--- src/design/erx_regmap.svh ---
//##########################################################################
// register word addresses, compared against mi_addr[RFAW+1:2]
//##########################################################################
`ifndef ERX_REGMAP_SVH
`define ERX_REGMAP_SVH
`default_nettype none

// word offsets, byte address = word * 4
`define ERX_CFG      0
`define ERX_STATUS   1
`define ERX_GPIO     2
`define ERX_OFFSET   3
`define ERX_TESTDATA 4

`default_nettype wire
`endif

--- src/design/erx_pkg.sv ---
//##########################################################################
// shared types and constants for the link receive path
// import into any module that touches packets, status or the mi bus
//##########################################################################
`default_nettype none

package erx_pkg;

   //########################################################################
   // widths that carry meaning
   //########################################################################
   typedef logic [103:0] erx_packet_t;   // full link packet
   typedef logic [31:0]  erx_addr_t;     // destination address
   typedef logic [31:0]  erx_data_t;     // data word, also mi bus word
   typedef logic [15:0]  erx_status_t;   // sticky status bits
   typedef logic [14:0]  mi_addr_t;      // byte address on mi bus

   // packet field positions
   localparam int PKT_ADDR_LSB = 8;      // dst addr in bits 39..8
   localparam int PKT_DATA_LSB = 40;     // data in bits 71..40

   // status event bits
   localparam int STAT_DROP = 0;         // consumed in test mode
   localparam int STAT_FWD  = 1;         // sent downstream

   //########################################################################
   // remap modes, 3 falls through to none
   //########################################################################
   localparam logic [1:0] REMAP_NONE    = 2'd0;
   localparam logic [1:0] REMAP_STATIC  = 2'd1;
   localparam logic [1:0] REMAP_DYNAMIC = 2'd2;

endpackage

`default_nettype wire

--- src/design/erx_cfg_if.sv ---
//##########################################################################
// config fields from the register file out to remap and dispatch
//##########################################################################
`timescale 1ns/1ns
`default_nettype none

interface erx_cfg_if import erx_pkg::*; ();

   logic        test_mode;       // drop all rx traffic
   logic        mmu_enable;      // no mmu here, bit only
   logic [1:0]  remap_mode;
   logic [11:0] remap_sel;       // static remap bit selects
   logic [11:0] remap_pattern;   // static remap value
   logic        mailbox_irq_en;  // no mailbox here, bit only
   erx_addr_t   remap_base;      // dynamic remap offset

   // register file drives everything
   modport cfg_src (
      output test_mode, mmu_enable, remap_mode, remap_sel,
             remap_pattern, mailbox_irq_en, remap_base
   );

   modport remap_sink (
      input remap_mode, remap_sel, remap_pattern, remap_base
   );

   modport disp_sink (input test_mode);

endinterface

`default_nettype wire

--- src/design/erx_cfg.sv ---
//##########################################################################
// rx register file on the mi bus, writes land next edge, reads one cycle
// later on mi_dout; also counts data words of every incoming packet
//##########################################################################
`timescale 1ns/1ns
`include "erx_regmap.svh"
`default_nettype none

module erx_cfg import erx_pkg::*; #(
   parameter int RFAW = 6              // word address bits
) (
   input  logic         clk,
   input  logic         nreset,
   // mi bus
   input  logic         mi_en,
   input  logic         mi_we,
   input  mi_addr_t     mi_addr,
   input  erx_data_t    mi_din,
   output erx_data_t    mi_dout,
   // incoming traffic, for testdata sum
   input  logic         rx_access,
   input  erx_packet_t  rx_packet,
   // status inputs
   input  logic [8:0]   gpio_datain,
   input  erx_status_t  status_evt,
   erx_cfg_if.cfg_src   cfg
);

   logic [RFAW-1:0] reg_addr;        // word address
   logic            mi_wr;
   logic            mi_rd;
   logic            cfg_we;
   logic            status_we;
   logic            offset_we;
   logic            testdata_we;

   erx_data_t       cfg_reg;
   erx_status_t     status_reg;
   logic [8:0]      gpio_reg;
   erx_addr_t       offset_reg;
   erx_data_t       testdata_reg;

   //########################################################################
   // decode
   //########################################################################
   assign reg_addr = mi_addr[RFAW+1:2];  // byte to word
   assign mi_wr    = mi_en & mi_we;
   assign mi_rd    = mi_en & ~mi_we;

   assign cfg_we      = mi_wr & (reg_addr == RFAW'(`ERX_CFG));
   assign status_we   = mi_wr & (reg_addr == RFAW'(`ERX_STATUS));
   assign offset_we   = mi_wr & (reg_addr == RFAW'(`ERX_OFFSET));
   assign testdata_we = mi_wr & (reg_addr == RFAW'(`ERX_TESTDATA));

   //########################################################################
   // registers
   //########################################################################
   always_ff @(posedge clk or negedge nreset) begin
      if (!nreset) begin
         cfg_reg      <= '0;
         status_reg   <= '0;
         gpio_reg     <= '0;
         offset_reg   <= '0;
         testdata_reg <= '0;
      end else begin
         if (cfg_we)
            cfg_reg <= mi_din;
         if (offset_we)
            offset_reg <= mi_din;
         gpio_reg <= gpio_datain;         // free-running sample

         // sticky, write loads over the events
         if (status_we)
            status_reg <= mi_din[15:0];
         else
            status_reg <= status_reg | status_evt;

         // running sum of rx data words, in any mode
         if (testdata_we)
            testdata_reg <= mi_din;
         else if (rx_access)
            testdata_reg <= testdata_reg + rx_packet[PKT_DATA_LSB +: 32];
      end
   end

   // cfg fields out
   assign cfg.test_mode      = cfg_reg[0];
   assign cfg.mmu_enable     = cfg_reg[1];
   assign cfg.remap_mode     = cfg_reg[3:2];
   assign cfg.remap_sel      = cfg_reg[15:4];
   assign cfg.remap_pattern  = cfg_reg[27:16];
   assign cfg.mailbox_irq_en = cfg_reg[28];
   assign cfg.remap_base     = offset_reg;

   //########################################################################
   // readback, registered, holds between reads
   //########################################################################
   always_ff @(posedge clk or negedge nreset) begin
      if (!nreset) begin
         mi_dout <= '0;
      end else if (mi_rd) begin
         case (reg_addr)
            RFAW'(`ERX_CFG):      mi_dout <= cfg_reg;
            RFAW'(`ERX_STATUS):   mi_dout <= {16'b0, status_reg};
            RFAW'(`ERX_GPIO):     mi_dout <= {23'b0, gpio_reg};
            RFAW'(`ERX_OFFSET):   mi_dout <= offset_reg;
            RFAW'(`ERX_TESTDATA): mi_dout <= testdata_reg;
            default:              mi_dout <= '0;  // unused reads zero
         endcase
      end
   end

endmodule

`default_nettype wire

--- src/design/erx_remap.sv ---
//##########################################################################
// destination address rewrite, one register stage, a packet every cycle
//##########################################################################
`timescale 1ns/1ns
`default_nettype none

module erx_remap import erx_pkg::*; (
   input  logic          clk,
   input  logic          nreset,
   input  logic          rx_access,
   input  erx_packet_t   rx_packet,
   erx_cfg_if.remap_sink cfg,
   output logic          rm_access,
   output erx_packet_t   rm_packet
);

   erx_addr_t   dst_addr;    // as received
   erx_addr_t   new_addr;    // after remap
   erx_packet_t new_packet;

   assign dst_addr = rx_packet[PKT_ADDR_LSB +: 32];

   always_comb begin
      case (cfg.remap_mode)
         // upper 12 bits: pattern where sel set, own bit elsewhere
         REMAP_STATIC:  new_addr = {(cfg.remap_pattern & cfg.remap_sel) |
                                    (dst_addr[31:20] & ~cfg.remap_sel),
                                    dst_addr[19:0]};
         REMAP_DYNAMIC: new_addr = dst_addr + cfg.remap_base;  // wraps
         default:       new_addr = dst_addr;                   // none, 3
      endcase
      new_packet = rx_packet;                       // rest passes through
      new_packet[PKT_ADDR_LSB +: 32] = new_addr;
   end

   // valid bit
   always_ff @(posedge clk or negedge nreset) begin
      if (!nreset)
         rm_access <= 1'b0;
      else
         rm_access <= rx_access;
   end

   // payload, loads only on a packet
   always_ff @(posedge clk) begin
      if (rx_access)
         rm_packet <= new_packet;
   end

endmodule

`default_nettype wire

--- src/design/erx_dispatch.sv ---
//##########################################################################
// packet FIFO and send side: drops in test mode, else forwards on credit
//##########################################################################
`timescale 1ns/1ns
`default_nettype none

module erx_dispatch import erx_pkg::*; #(
   parameter int FIFO_DEPTH  = 4,      // = input credits
   parameter int OUT_CREDITS = 2       // downstream credits at reset
) (
   input  logic          clk,
   input  logic          nreset,
   input  logic          rm_access,
   input  erx_packet_t   rm_packet,
   erx_cfg_if.disp_sink  cfg,
   output logic          tx_access,
   output erx_packet_t   tx_packet,
   input  logic          tx_credit,
   output logic          rx_credit,
   output erx_status_t   status_evt
);

   localparam int AW = (FIFO_DEPTH > 1) ? $clog2(FIFO_DEPTH) : 1;
   localparam int CW = $clog2(FIFO_DEPTH + 1);
   localparam int OW = $clog2(OUT_CREDITS + 1);

   erx_packet_t   fifo_mem [FIFO_DEPTH];
   logic [AW-1:0] wr_ptr;
   logic [AW-1:0] rd_ptr;
   logic [CW-1:0] fifo_cnt;   // packets queued
   logic [OW-1:0] out_cnt;    // output credits held
   logic          push;
   logic          pop;
   logic          drop;

   assign drop = rm_access & cfg.test_mode;
   assign push = rm_access & ~cfg.test_mode;
   // a drop owns this cycle's credit return, the send waits one cycle
   assign tx_access = (out_cnt != '0) & (fifo_cnt != '0) & ~drop;
   assign pop       = tx_access;
   assign tx_packet = fifo_mem[rd_ptr];    // head of queue

   always_ff @(posedge clk) begin
      if (push)
         fifo_mem[wr_ptr] <= rm_packet;
   end

   //########################################################################
   // pointers and counters
   //########################################################################
   always_ff @(posedge clk or negedge nreset) begin
      if (!nreset) begin
         wr_ptr    <= '0;
         rd_ptr    <= '0;
         fifo_cnt  <= '0;
         out_cnt   <= OW'(OUT_CREDITS);
         rx_credit <= 1'b0;
      end else begin
         if (push)
            wr_ptr <= (wr_ptr == AW'(FIFO_DEPTH - 1)) ? '0 : wr_ptr + 1'b1;
         if (pop)
            rd_ptr <= (rd_ptr == AW'(FIFO_DEPTH - 1)) ? '0 : rd_ptr + 1'b1;
         case ({push, pop})
            2'b10:   fifo_cnt <= fifo_cnt + 1'b1;
            2'b01:   fifo_cnt <= fifo_cnt - 1'b1;
            default: fifo_cnt <= fifo_cnt;
         endcase
         case ({tx_credit, tx_access})
            2'b10:   out_cnt <= out_cnt + 1'b1;   // consumer returns one
            2'b01:   out_cnt <= out_cnt - 1'b1;   // spent on a send
            default: out_cnt <= out_cnt;
         endcase
         rx_credit <= drop | pop;                 // one slot freed
      end
   end

   always_comb begin
      status_evt            = '0;
      status_evt[STAT_DROP] = drop;
      status_evt[STAT_FWD]  = tx_access;
   end

endmodule

`default_nettype wire

--- src/design/erx_top.sv ---
//##########################################################################
// link receive top, register file and remap side by side, then dispatch
//##########################################################################
`timescale 1ns/1ns
`default_nettype none

module erx_top import erx_pkg::*; #(
   parameter int RFAW        = 6,
   parameter int FIFO_DEPTH  = 4,
   parameter int OUT_CREDITS = 2
) (
   input  logic        clk,
   input  logic        nreset,
   // mi bus
   input  logic        mi_en,
   input  logic        mi_we,
   input  mi_addr_t    mi_addr,
   input  erx_data_t   mi_din,
   output erx_data_t   mi_dout,
   // link in
   input  logic        rx_access,
   input  erx_packet_t rx_packet,
   output logic        rx_credit,
   input  logic [8:0]  gpio_datain,
   // downstream
   output logic        tx_access,
   output erx_packet_t tx_packet,
   input  logic        tx_credit
);

   logic        rm_access;
   erx_packet_t rm_packet;
   erx_status_t status_evt;

   erx_cfg_if cfg_if ();

   erx_cfg #(.RFAW(RFAW)) erx_cfg_i (
      .clk, .nreset, .mi_en, .mi_we, .mi_addr, .mi_din, .mi_dout,
      .rx_access, .rx_packet, .gpio_datain, .status_evt,
      .cfg (cfg_if.cfg_src)
   );

   erx_remap erx_remap_i (
      .clk, .nreset, .rx_access, .rx_packet,
      .cfg (cfg_if.remap_sink),
      .rm_access, .rm_packet
   );

   erx_dispatch #(.FIFO_DEPTH(FIFO_DEPTH), .OUT_CREDITS(OUT_CREDITS)) erx_dispatch_i (
      .clk, .nreset, .rm_access, .rm_packet,
      .cfg (cfg_if.disp_sink),
      .tx_access, .tx_packet, .tx_credit, .rx_credit, .status_evt
   );

endmodule

`default_nettype wire

--- config.mk ---
export PLATFORM = sky130hd
export DESIGN_NAME = erx_top
export DESIGN_NICKNAME = d
export VERILOG_FILES = /design/src/design/erx_pkg.sv /design/src/design/erx_cfg_if.sv /design/src/design/erx_cfg.sv /design/src/design/erx_remap.sv /design/src/design/erx_dispatch.sv /design/src/design/erx_top.sv
export VERILOG_INCLUDE_DIRS = /design/src /design/src/design
export SDC_FILE = /design/constraint.sdc
export NUM_CORES = 1
export LEC_CHECK = 0
export ABC_CLOCK_PERIOD_IN_PS = 8300
export BUFFER_PORTS_ARGS = -buffer_cell sky130_fd_sc_hd__buf_2
export CAP_MARGIN = 10
export CORE_ASPECT_RATIO = 0.6
export CORE_MARGIN = 3
export CORE_UTILIZATION = 63
export DETAILED_ROUTE_END_ITERATION = 16
export PLACE_DENSITY = 0.82
export SLEW_MARGIN = 20
export SYNTH_ARGS = -nofsm -noshare
export SYNTH_HDL_FRONTEND = slang
export SYNTH_SLANG_ARGS = --single-unit
--- constraint.sdc ---
create_clock -name clk -period 8.3 [get_ports clk]
set_input_delay 1.245 -clock clk [delete_from_list [all_inputs] [get_ports clk]]
set_output_delay 1.245 -clock clk [all_outputs]
set_load 0.01 [all_outputs]
==> results of run 1 <==
[per-layer routing]
layer | vias up | track usage | routed length [um]
li1 | 7686 | - | -
met3 | 115 | 0.0893 | 8740
met1 | 9068 | 0.441 | 29900
met5 | - | 0 | 0
met4 | 0 | 0.0641 | 1500
met2 | 968 | 0.470 | 33900
[placed cells by master, fill, tap and decap left out, types with 6 or more instances in the layout]
| cell | synthesis | routed |
|---|---|---|
| edfxtp_1 | 520 | 520 |
| buf_2 | 13 | 292 |
| dfrtp_1 | 163 | 161 |
| nand2_1 | 122 | 122 |
| mux4_2 | 104 | 104 |
| o21ai_0 | 90 | 89 |
| a21oi_1 | 85 | 85 |
| mux2_2 | 79 | 79 |
| ha_1 | 71 | 71 |
| nor2_1 | 67 | 67 |
| clkbuf_16 | 0 | 59 |
| a21o_1 | 41 | 41 |
| inv_1 | 40 | 40 |
| xor2_1 | 28 | 28 |
| xnor2_1 | 25 | 25 |
| a222oi_1 | 23 | 23 |
| nand3_1 | 19 | 19 |
| buf_4 | 3 | 19 |
| a22oi_1 | 18 | 18 |
| a31oi_1 | 16 | 16 |
| mux2i_1 | 15 | 15 |
| and3_1 | 14 | 14 |
| clkinv_2 | 0 | 14 |
| a221oi_1 | 11 | 11 |
| nor2b_1 | 10 | 10 |
| nand4_1 | 10 | 10 |
| nor3_1 | 10 | 10 |
| o21a_1 | 9 | 9 |
| o21bai_1 | 9 | 9 |
| o22ai_1 | 9 | 9 |
| diode_2 | 0 | 8 |
| o21ai_1 | 8 | 8 |
| clkbuf_1 | 57 | 8 |
| or3_1 | 7 | 7 |
| bufinv_16 | 0 | 7 |
| clkinv_1 | 0 | 7 |
| a211oi_1 | 6 | 6 |
| nand3b_1 | 6 | 6 |
[stage by stage]
step,utilization,std cells
after global routing,0.733,2770
after floorplan,-,1806
final,0.733,2774
after global placement,0.689,2659
after detailed placement,0.689,2659
after CTS,0.733,2766
[worst reg2reg max path, stage by stage (launching register included)]
cell,delay (ns)
dfrtp_1,0.43
ha_1,0.24
inv_1,0.09
fa_1,0.21
nor2b_1,0.09
o31ai_1,0.47
a21oi_1,0.20
o21ai_1,0.26
nand2_1,0.20
a31oi_2,0.34
xor2_1,0.10
o21ai_0,0.63
[layout make-up]
type	count	share of cell area
tap	620	0.0235
clock inverter	36	0.0119
clock buffer	71	0.0472
antenna	8	0.000605
sequential	684	0.596
timing repair buffer	313	0.0492
inverter	40	0.00454
multi-input combinational	1002	0.267
[where the power goes]
part	leakage [uW]	switching [uW]	total [uW]	internal, uW
clock	0.000965	1220	2790	1560
sequential	0.00696	445	4750	4310
combinational	0.00490	1730	3080	1350
[cells by family after synthesis]
| group | count (synthesis) |
|---|---|
| DFF | 684 |
| AOI/OAI and AO/OA | 377 |
| and+or+nand+nor | 299 |
| muxes | 199 |
| buffers and inverters | 120 |
| adders and majority gates | 74 |
| xor gates and xnor gates | 53 |
[worst paths after layout]
kind                       slack [ns]                         end                         from  cells past startpoint
setup / recovery                 3.89               tx_packet[59]     erx_dispatch_i.rd_ptr[0]                      3
hold / removal                   0.47  erx_dispatch_i.fifo_cnt[2]   erx_dispatch_i.fifo_cnt[2]                      1
setup reg to reg                 4.72   erx_remap_i.rm_packet[34]  erx_cfg_i.cfg.remap_base[0]                     11
hold reg to reg                  0.47  erx_dispatch_i.fifo_cnt[2]   erx_dispatch_i.fifo_cnt[2]                      1
max in group asynchronous        6.11  erx_cfg_i.testdata_reg[20]                       nreset                      2
min in group asynchronous        0.72   erx_dispatch_i.out_cnt[0]                       nreset                      1
==> summary.md, run 1 <==
| Metric | Value |
|---|---|
| Final hold vios | 0 |
| Die Wd | 283 um |
| Routed Antenna Nets | 0 |
| Core Region | roughly 45000 um^2 |
| Simple-gate share of the synthesized area | 0.0489 |
| Critical-path cell list | buf_4 > mux4_2 > buf_2 |
| DR pass1 iterations | 8 |
| Area Overhead vs Synth | 14.1% |
| Multiplexer share of the synthesized area | 0.117 |
| Cell Area, Placed | about 31000 um^2 |
| Nets@finish | ~2.3k |
| Lkg Pwr | ~0.013 uW |
| CP startpoint kind | flip-flop |
| Setup TNS | 0 ns |
| Slowest CP cell | dfrtp_4 |
| Final Hold Slack | approximately 0.47 ns |
| Area contributors post-synth | edfxtp_1, dfrtp_1, mux4_2, mux2_2, ha_1 |
| Fmax | 227 MHz |
| GP Congestion | 0.966 |
| Crit-path max cell delay | ~0.98 ns |
| XOR/XNOR share of the synthesized area | 0.0160 |
| Synth Area in Compound Gates | 0.0886 |
| Min Tclk post-route | about 4.4 ns |
| Largest net degree at the start of global routing | slightly above 90 |
| Post-CTS sizing | 0 |
| FFs w/ async S/R, synth | 0.240 |
| Reg clk slew, reported paths | around 0.070 ns |
| Syn. warnings | 0 |
| Crit Path Class | reg2out |
| Final worst slack | just under 4 ns |
| WP data arrival | 3.17 ns |
| Max_cap viols | 0 |
| Critical path required time | between 7 and 8 ns |
| Dpl hpwl | 49.4 mm |
| Fin area | approximately 33000 um^2 |
| Layout fillers | ~2.8k |
| Largest registers | erx_dispatch_i.fifo_mem (416), erx_remap_i.rm_packet (104) |
| H-tree Lvls | 2 |
| Seq/Total Area, Yosys | 0.680 |
| Max_slew headroom | 0.285 |
| CTS tree | built |
| Syn Std Cell Area | around 29000 um^2 |
| DIE AREA | 48700 um^2 |
| PD cells | between 300 and 400 nW/um^2 |
| Most flop-heavy register | erx_dispatch_i.fifo_mem |
| Max reg flops | between 400 and 500 |
| Design Power | 10600 uW |
| Count leader, synth | edfxtp_1 |
| Share of layout cells above drive strength 1 | 0.294 |
| Wirelength per Cell | roughly 27 um |
| Vias per cell | 6.43 |
| Multi-input logic area | 8820 um^2 |
| Fin Clk Skew | around 0.022 ns |
| Crit end category | primary output |
| All-Layer GR Usage | 0.305 |
| IO Pins | roughly 300 |
| Clk root buf | clkbuf_16 |
| Yosys top cell area share | 0.539 |
| RSZ-0062 raised after global routing | false |
| First-pass GRT wire length | 110 mm |
| Most frequent cells after synthesis | edfxtp_1, dfrtp_1, nand2_1 |
| Syn avg cell area | 16.1 um^2 |
| Dominant synthesized flop cell | edfxtp_1 |
| Starting density of the core | 0.643 |
| Max VDD drop | 0.000199 V |
| Dpl ws | 3.95 ns |
| Status | completed |
| FF+latch count, synth | roughly 680 |
| EDFF count, synth | 520 |
| Residual overflow from global routing | 0 |
| Die height | 172 um |
| Part of the cycle the worst path needs | 0.532 |
| Largest family of logic cells by synthesized area | multiplexers |
| Num CTS Buffers | 58 |
| Final WL | around 74 mm |
| Slew Limit Fails | 0 |
| Final Setup Violations | 0 |
| CTS Hold Bufs | 0 |
| Cell taking the most area after synthesis | edfxtp_1 |
| WP buf/inv | 2 |
| Clock latency on the worst-skew pair | ~0.60 ns |
| Vias in the first global route | around 17k |
| Post-Synth Adder-Cell Area | 0.0327 |
| Hold Crit Class | reg2reg |
| DRC | 0 |
| Cells after Synth | ~1.8k |
| Mapped Nets | ~2.0k |
| Rows | 60 |
| Sink Count | 684 |
| Synth unique cells | 85 |
| CTS Buffer Depth | 3 |
| Tightest Pin Transition | roughly 1.1 ns |
| PortBufs | 294 |
| # Post-CTS Setup Buffers | 0 |
| Iteration-0 DRC Markers | 2054 |
| Critical path fanouts, max | 44 |
| Antenna violations before repair | 7 |
| Critical path's top delay family | flip-flops |
| Vias post-DR | roughly 18k |
| Storage cell area | slightly below 20000 um^2 |
No activity file was read; power rests on OpenSTA's default activity.
==> inputs of run 2 (changes only) <==
- ABC_CLOCK_PERIOD_IN_PS: 8300 -> 4250
- CORE_UTILIZATION: 63 -> 59
- PLACE_DENSITY: 0.82 -> 0.77
- clock period: 8.3 -> 4.25 ns (I/O delays scaled with it)
==> run 2 against run 1 <==
Clock skew grew 0.011 ns. Count of clock-buffer cells in the layout grew 6. Global-route usage shrank 2.5 points. Sequential share of layout area shrank 0.17 points. Clock power grew 85%. Sequential cell count is the same. Combinational power grew 100%. Non-clock buffer count grew 11. Die area grew 6.6%. Critical path depth grew 7. Routed wire length shrank 2.0%.
==> summary.md, run 2 (synthesized netlist as in run 1, its figures left out) <==
| Metric | Value |
|---|---|
| Status | completed |
| Clock latency on the worst-skew pair | between 0.6 and 0.7 ns |
| First-pass GRT wire length | 107 mm |
| Critical path required time | 4.77 ns |
| CP startpoint kind | flip-flop |
| CTS Hold Bufs | 0 |
| Sequential share of power | 0.440 |
| Largest registers | erx_dispatch_i.fifo_mem (416), erx_remap_i.rm_packet (104) |
| Clock group share of total power | 0.252 |
| Share of layout cells above drive strength 1 | 0.293 |
| Gate power share | 0.308 |
| PD cells | roughly 620 nW/um^2 |
| PortBufs | between 200 and 300 |
| Final core occ | 0.689 |
| Tightest Pin Transition | roughly 1.1 ns |
| Final WL | ~73 mm |
| Lkg Pwr | roughly 0.013 uW |
| Reg clk slew, reported paths | ~0.07 ns |
| Die Wd | 292 um |
| Max reg flops | approximately 420 |
| Post-CTS sizing | 0 |
| Area Overhead vs Synth | 14.4% |
| Hold Crit Class | in2reg |
| Most frequent cells in the layout | edfxtp_1, buf_2, dfrtp_1 |
| WP data arrival | 3.72 ns |
| Cell Int Power | roughly 14000 uW |
| Sink Count | 684 |
| Most flop-heavy register | erx_dispatch_i.fifo_mem |
| All-Layer GR Usage | 0.279 |
| Setup TNS | 0 ns |
| Part of the cycle the worst path needs | 0.754 |
| RSZ-0062 raised after global routing | false |
| Wirelength per Cell | roughly 26 um |
| Vias in the first global route | 16.9k |
| IO Pins | between 300 and 400 |
| Antenna violations before repair | 8 |
| Fmax | ~310 MHz |
| Max_slew headroom | 0.236 |
| Residual overflow from global routing | 0 |
| Min Tclk post-route | 3.20 ns |
| Iteration-0 DRC Markers | roughly 2.2k |
| Crit Path Class | reg2reg |
| DR pass1 iterations | 8 |
| GP Congestion | 0.968 |
| Largest net degree at the start of global routing | around 130 |
| Max VDD drop | between 0.001 and 0.0015 V |
| Routed Antenna Nets | 0 |
| Crit end category | flip-flop |
| Commonest non-fill, non-tap cell in the layout | edfxtp_1 |
| H-tree Lvls | 2 |
| Fin area | 33200 um^2 |
| # Post-CTS Setup Buffers | 0 |
| Die height | 178 um |
| Num CTS Buffers | just under 60 |
| Rows | 62 |
| Core Region | between 40000 and 50000 um^2 |
| Final hold vios | 0 |
| Final Setup Violations | 0 |
| Critical path fanouts, max | 6 |
| CTS tree | built |
| Clk root buf | clkbuf_16 |
| DRC | 0 |
| Final cell count without fillers | between 2k and 3k |
| P_sw | around 6600 uW |
| Fin Clk Skew | 0.0329 ns |
| Cell Area, Placed | 31300 um^2 |
| Switch share | 0.323 |
| Placed Cells | ~2.7k |
| Nets@finish | roughly 2.4k |
| Max_cap viols | 0 |
| Slew Limit Fails | 0 |
| Starting density of the core | 0.602 |
| Vias per cell | ~6.2 |
| DIE AREA | 51900 um^2 |
| CTS Buffer Depth | 3 |
| Vias post-DR | 17.5k |
| Dpl hpwl | between 40 and 50 mm |
==> run 2: power by group through the flow <==
stage | Sequential [uW] | Combinational [uW] | Clock, uW
final | 9020 | 6310 | 5160
after global routing | 9100 | 6810 | 5510
after CTS | 9000 | 6330 | 5250
after detailed placement | 9130 | 6290 | 0
after global placement | 9040 | 6220 | 0
after floorplan | 8900 | 4230 | 0
==> run 2: layout make-up <==
cell class	instances	area [um^2]
flip-flops and latches	684	19700
diodes	7	17.5
clock inverters	29	303
multi-input cells	1002	8820
well taps	640	801
clock buffers	77	1530
fillers	3205	15000
inverters	40	150
repair buffers	324	1820
==> run 2: path summary, 6_finish.rpt <==
| path | cells after the start | slack [ns] | end | startpoint |
|---|---|---|---|---|
| max in group asynchronous | 2 | 3.09 | erx_cfg_i.testdata_reg[23] | nreset |
| hold / removal | 1 | 0.11 | erx_cfg_i.gpio_reg[3] | gpio_datain[3] |
| setup / recovery | 10 | 1.05 | erx_cfg_i.testdata_reg[29] | erx_cfg_i.testdata_reg[10] |
| setup reg to reg | 10 | 1.05 | erx_cfg_i.testdata_reg[29] | erx_cfg_i.testdata_reg[10] |
| min in group asynchronous | 1 | 0.14 | erx_dispatch_i.rd_ptr[1] | nreset |
| hold reg to reg | 1 | 0.48 | erx_dispatch_i.fifo_cnt[2] | erx_dispatch_i.fifo_cnt[2] |
==> run 2: per-layer routing <==
metal / vias up / part of all wire / GRT usage
met5: - / 0 / 0
met4: 0 / 0.019 / 0.0598
met3: 97 / 0.10 / 0.0698
met2: 859 / 0.45 / 0.412
met1: 8822 / 0.43 / 0.427
li1: 7714 / - / -
==> run 2: per-stage QoR <==
stage                     worst slack (ns)  total power, uW  hold slack, ns
after global routing                 0.879            21400           0.106
after detailed placement             0.760            15400           0.468
after floorplan                      0.632            13100           0.342
after CTS                             1.13            20600          0.0920
after global placement               0.780            15300           0.455
final                                 1.05            20500           0.114
==> run 2: critical path, cell delays in order (launching register included) <==
cell and delay, ns:
dfrtp_1 0.50, ha_1 0.42, a21oi_1 0.23, nand2_1 0.10, a311oi_1 0.35, o21ai_2 0.14
a31oi_4 0.37, o21bai_2 0.13, a21oi_1 0.55, mux2i_1 0.25, nand2_1 0.06
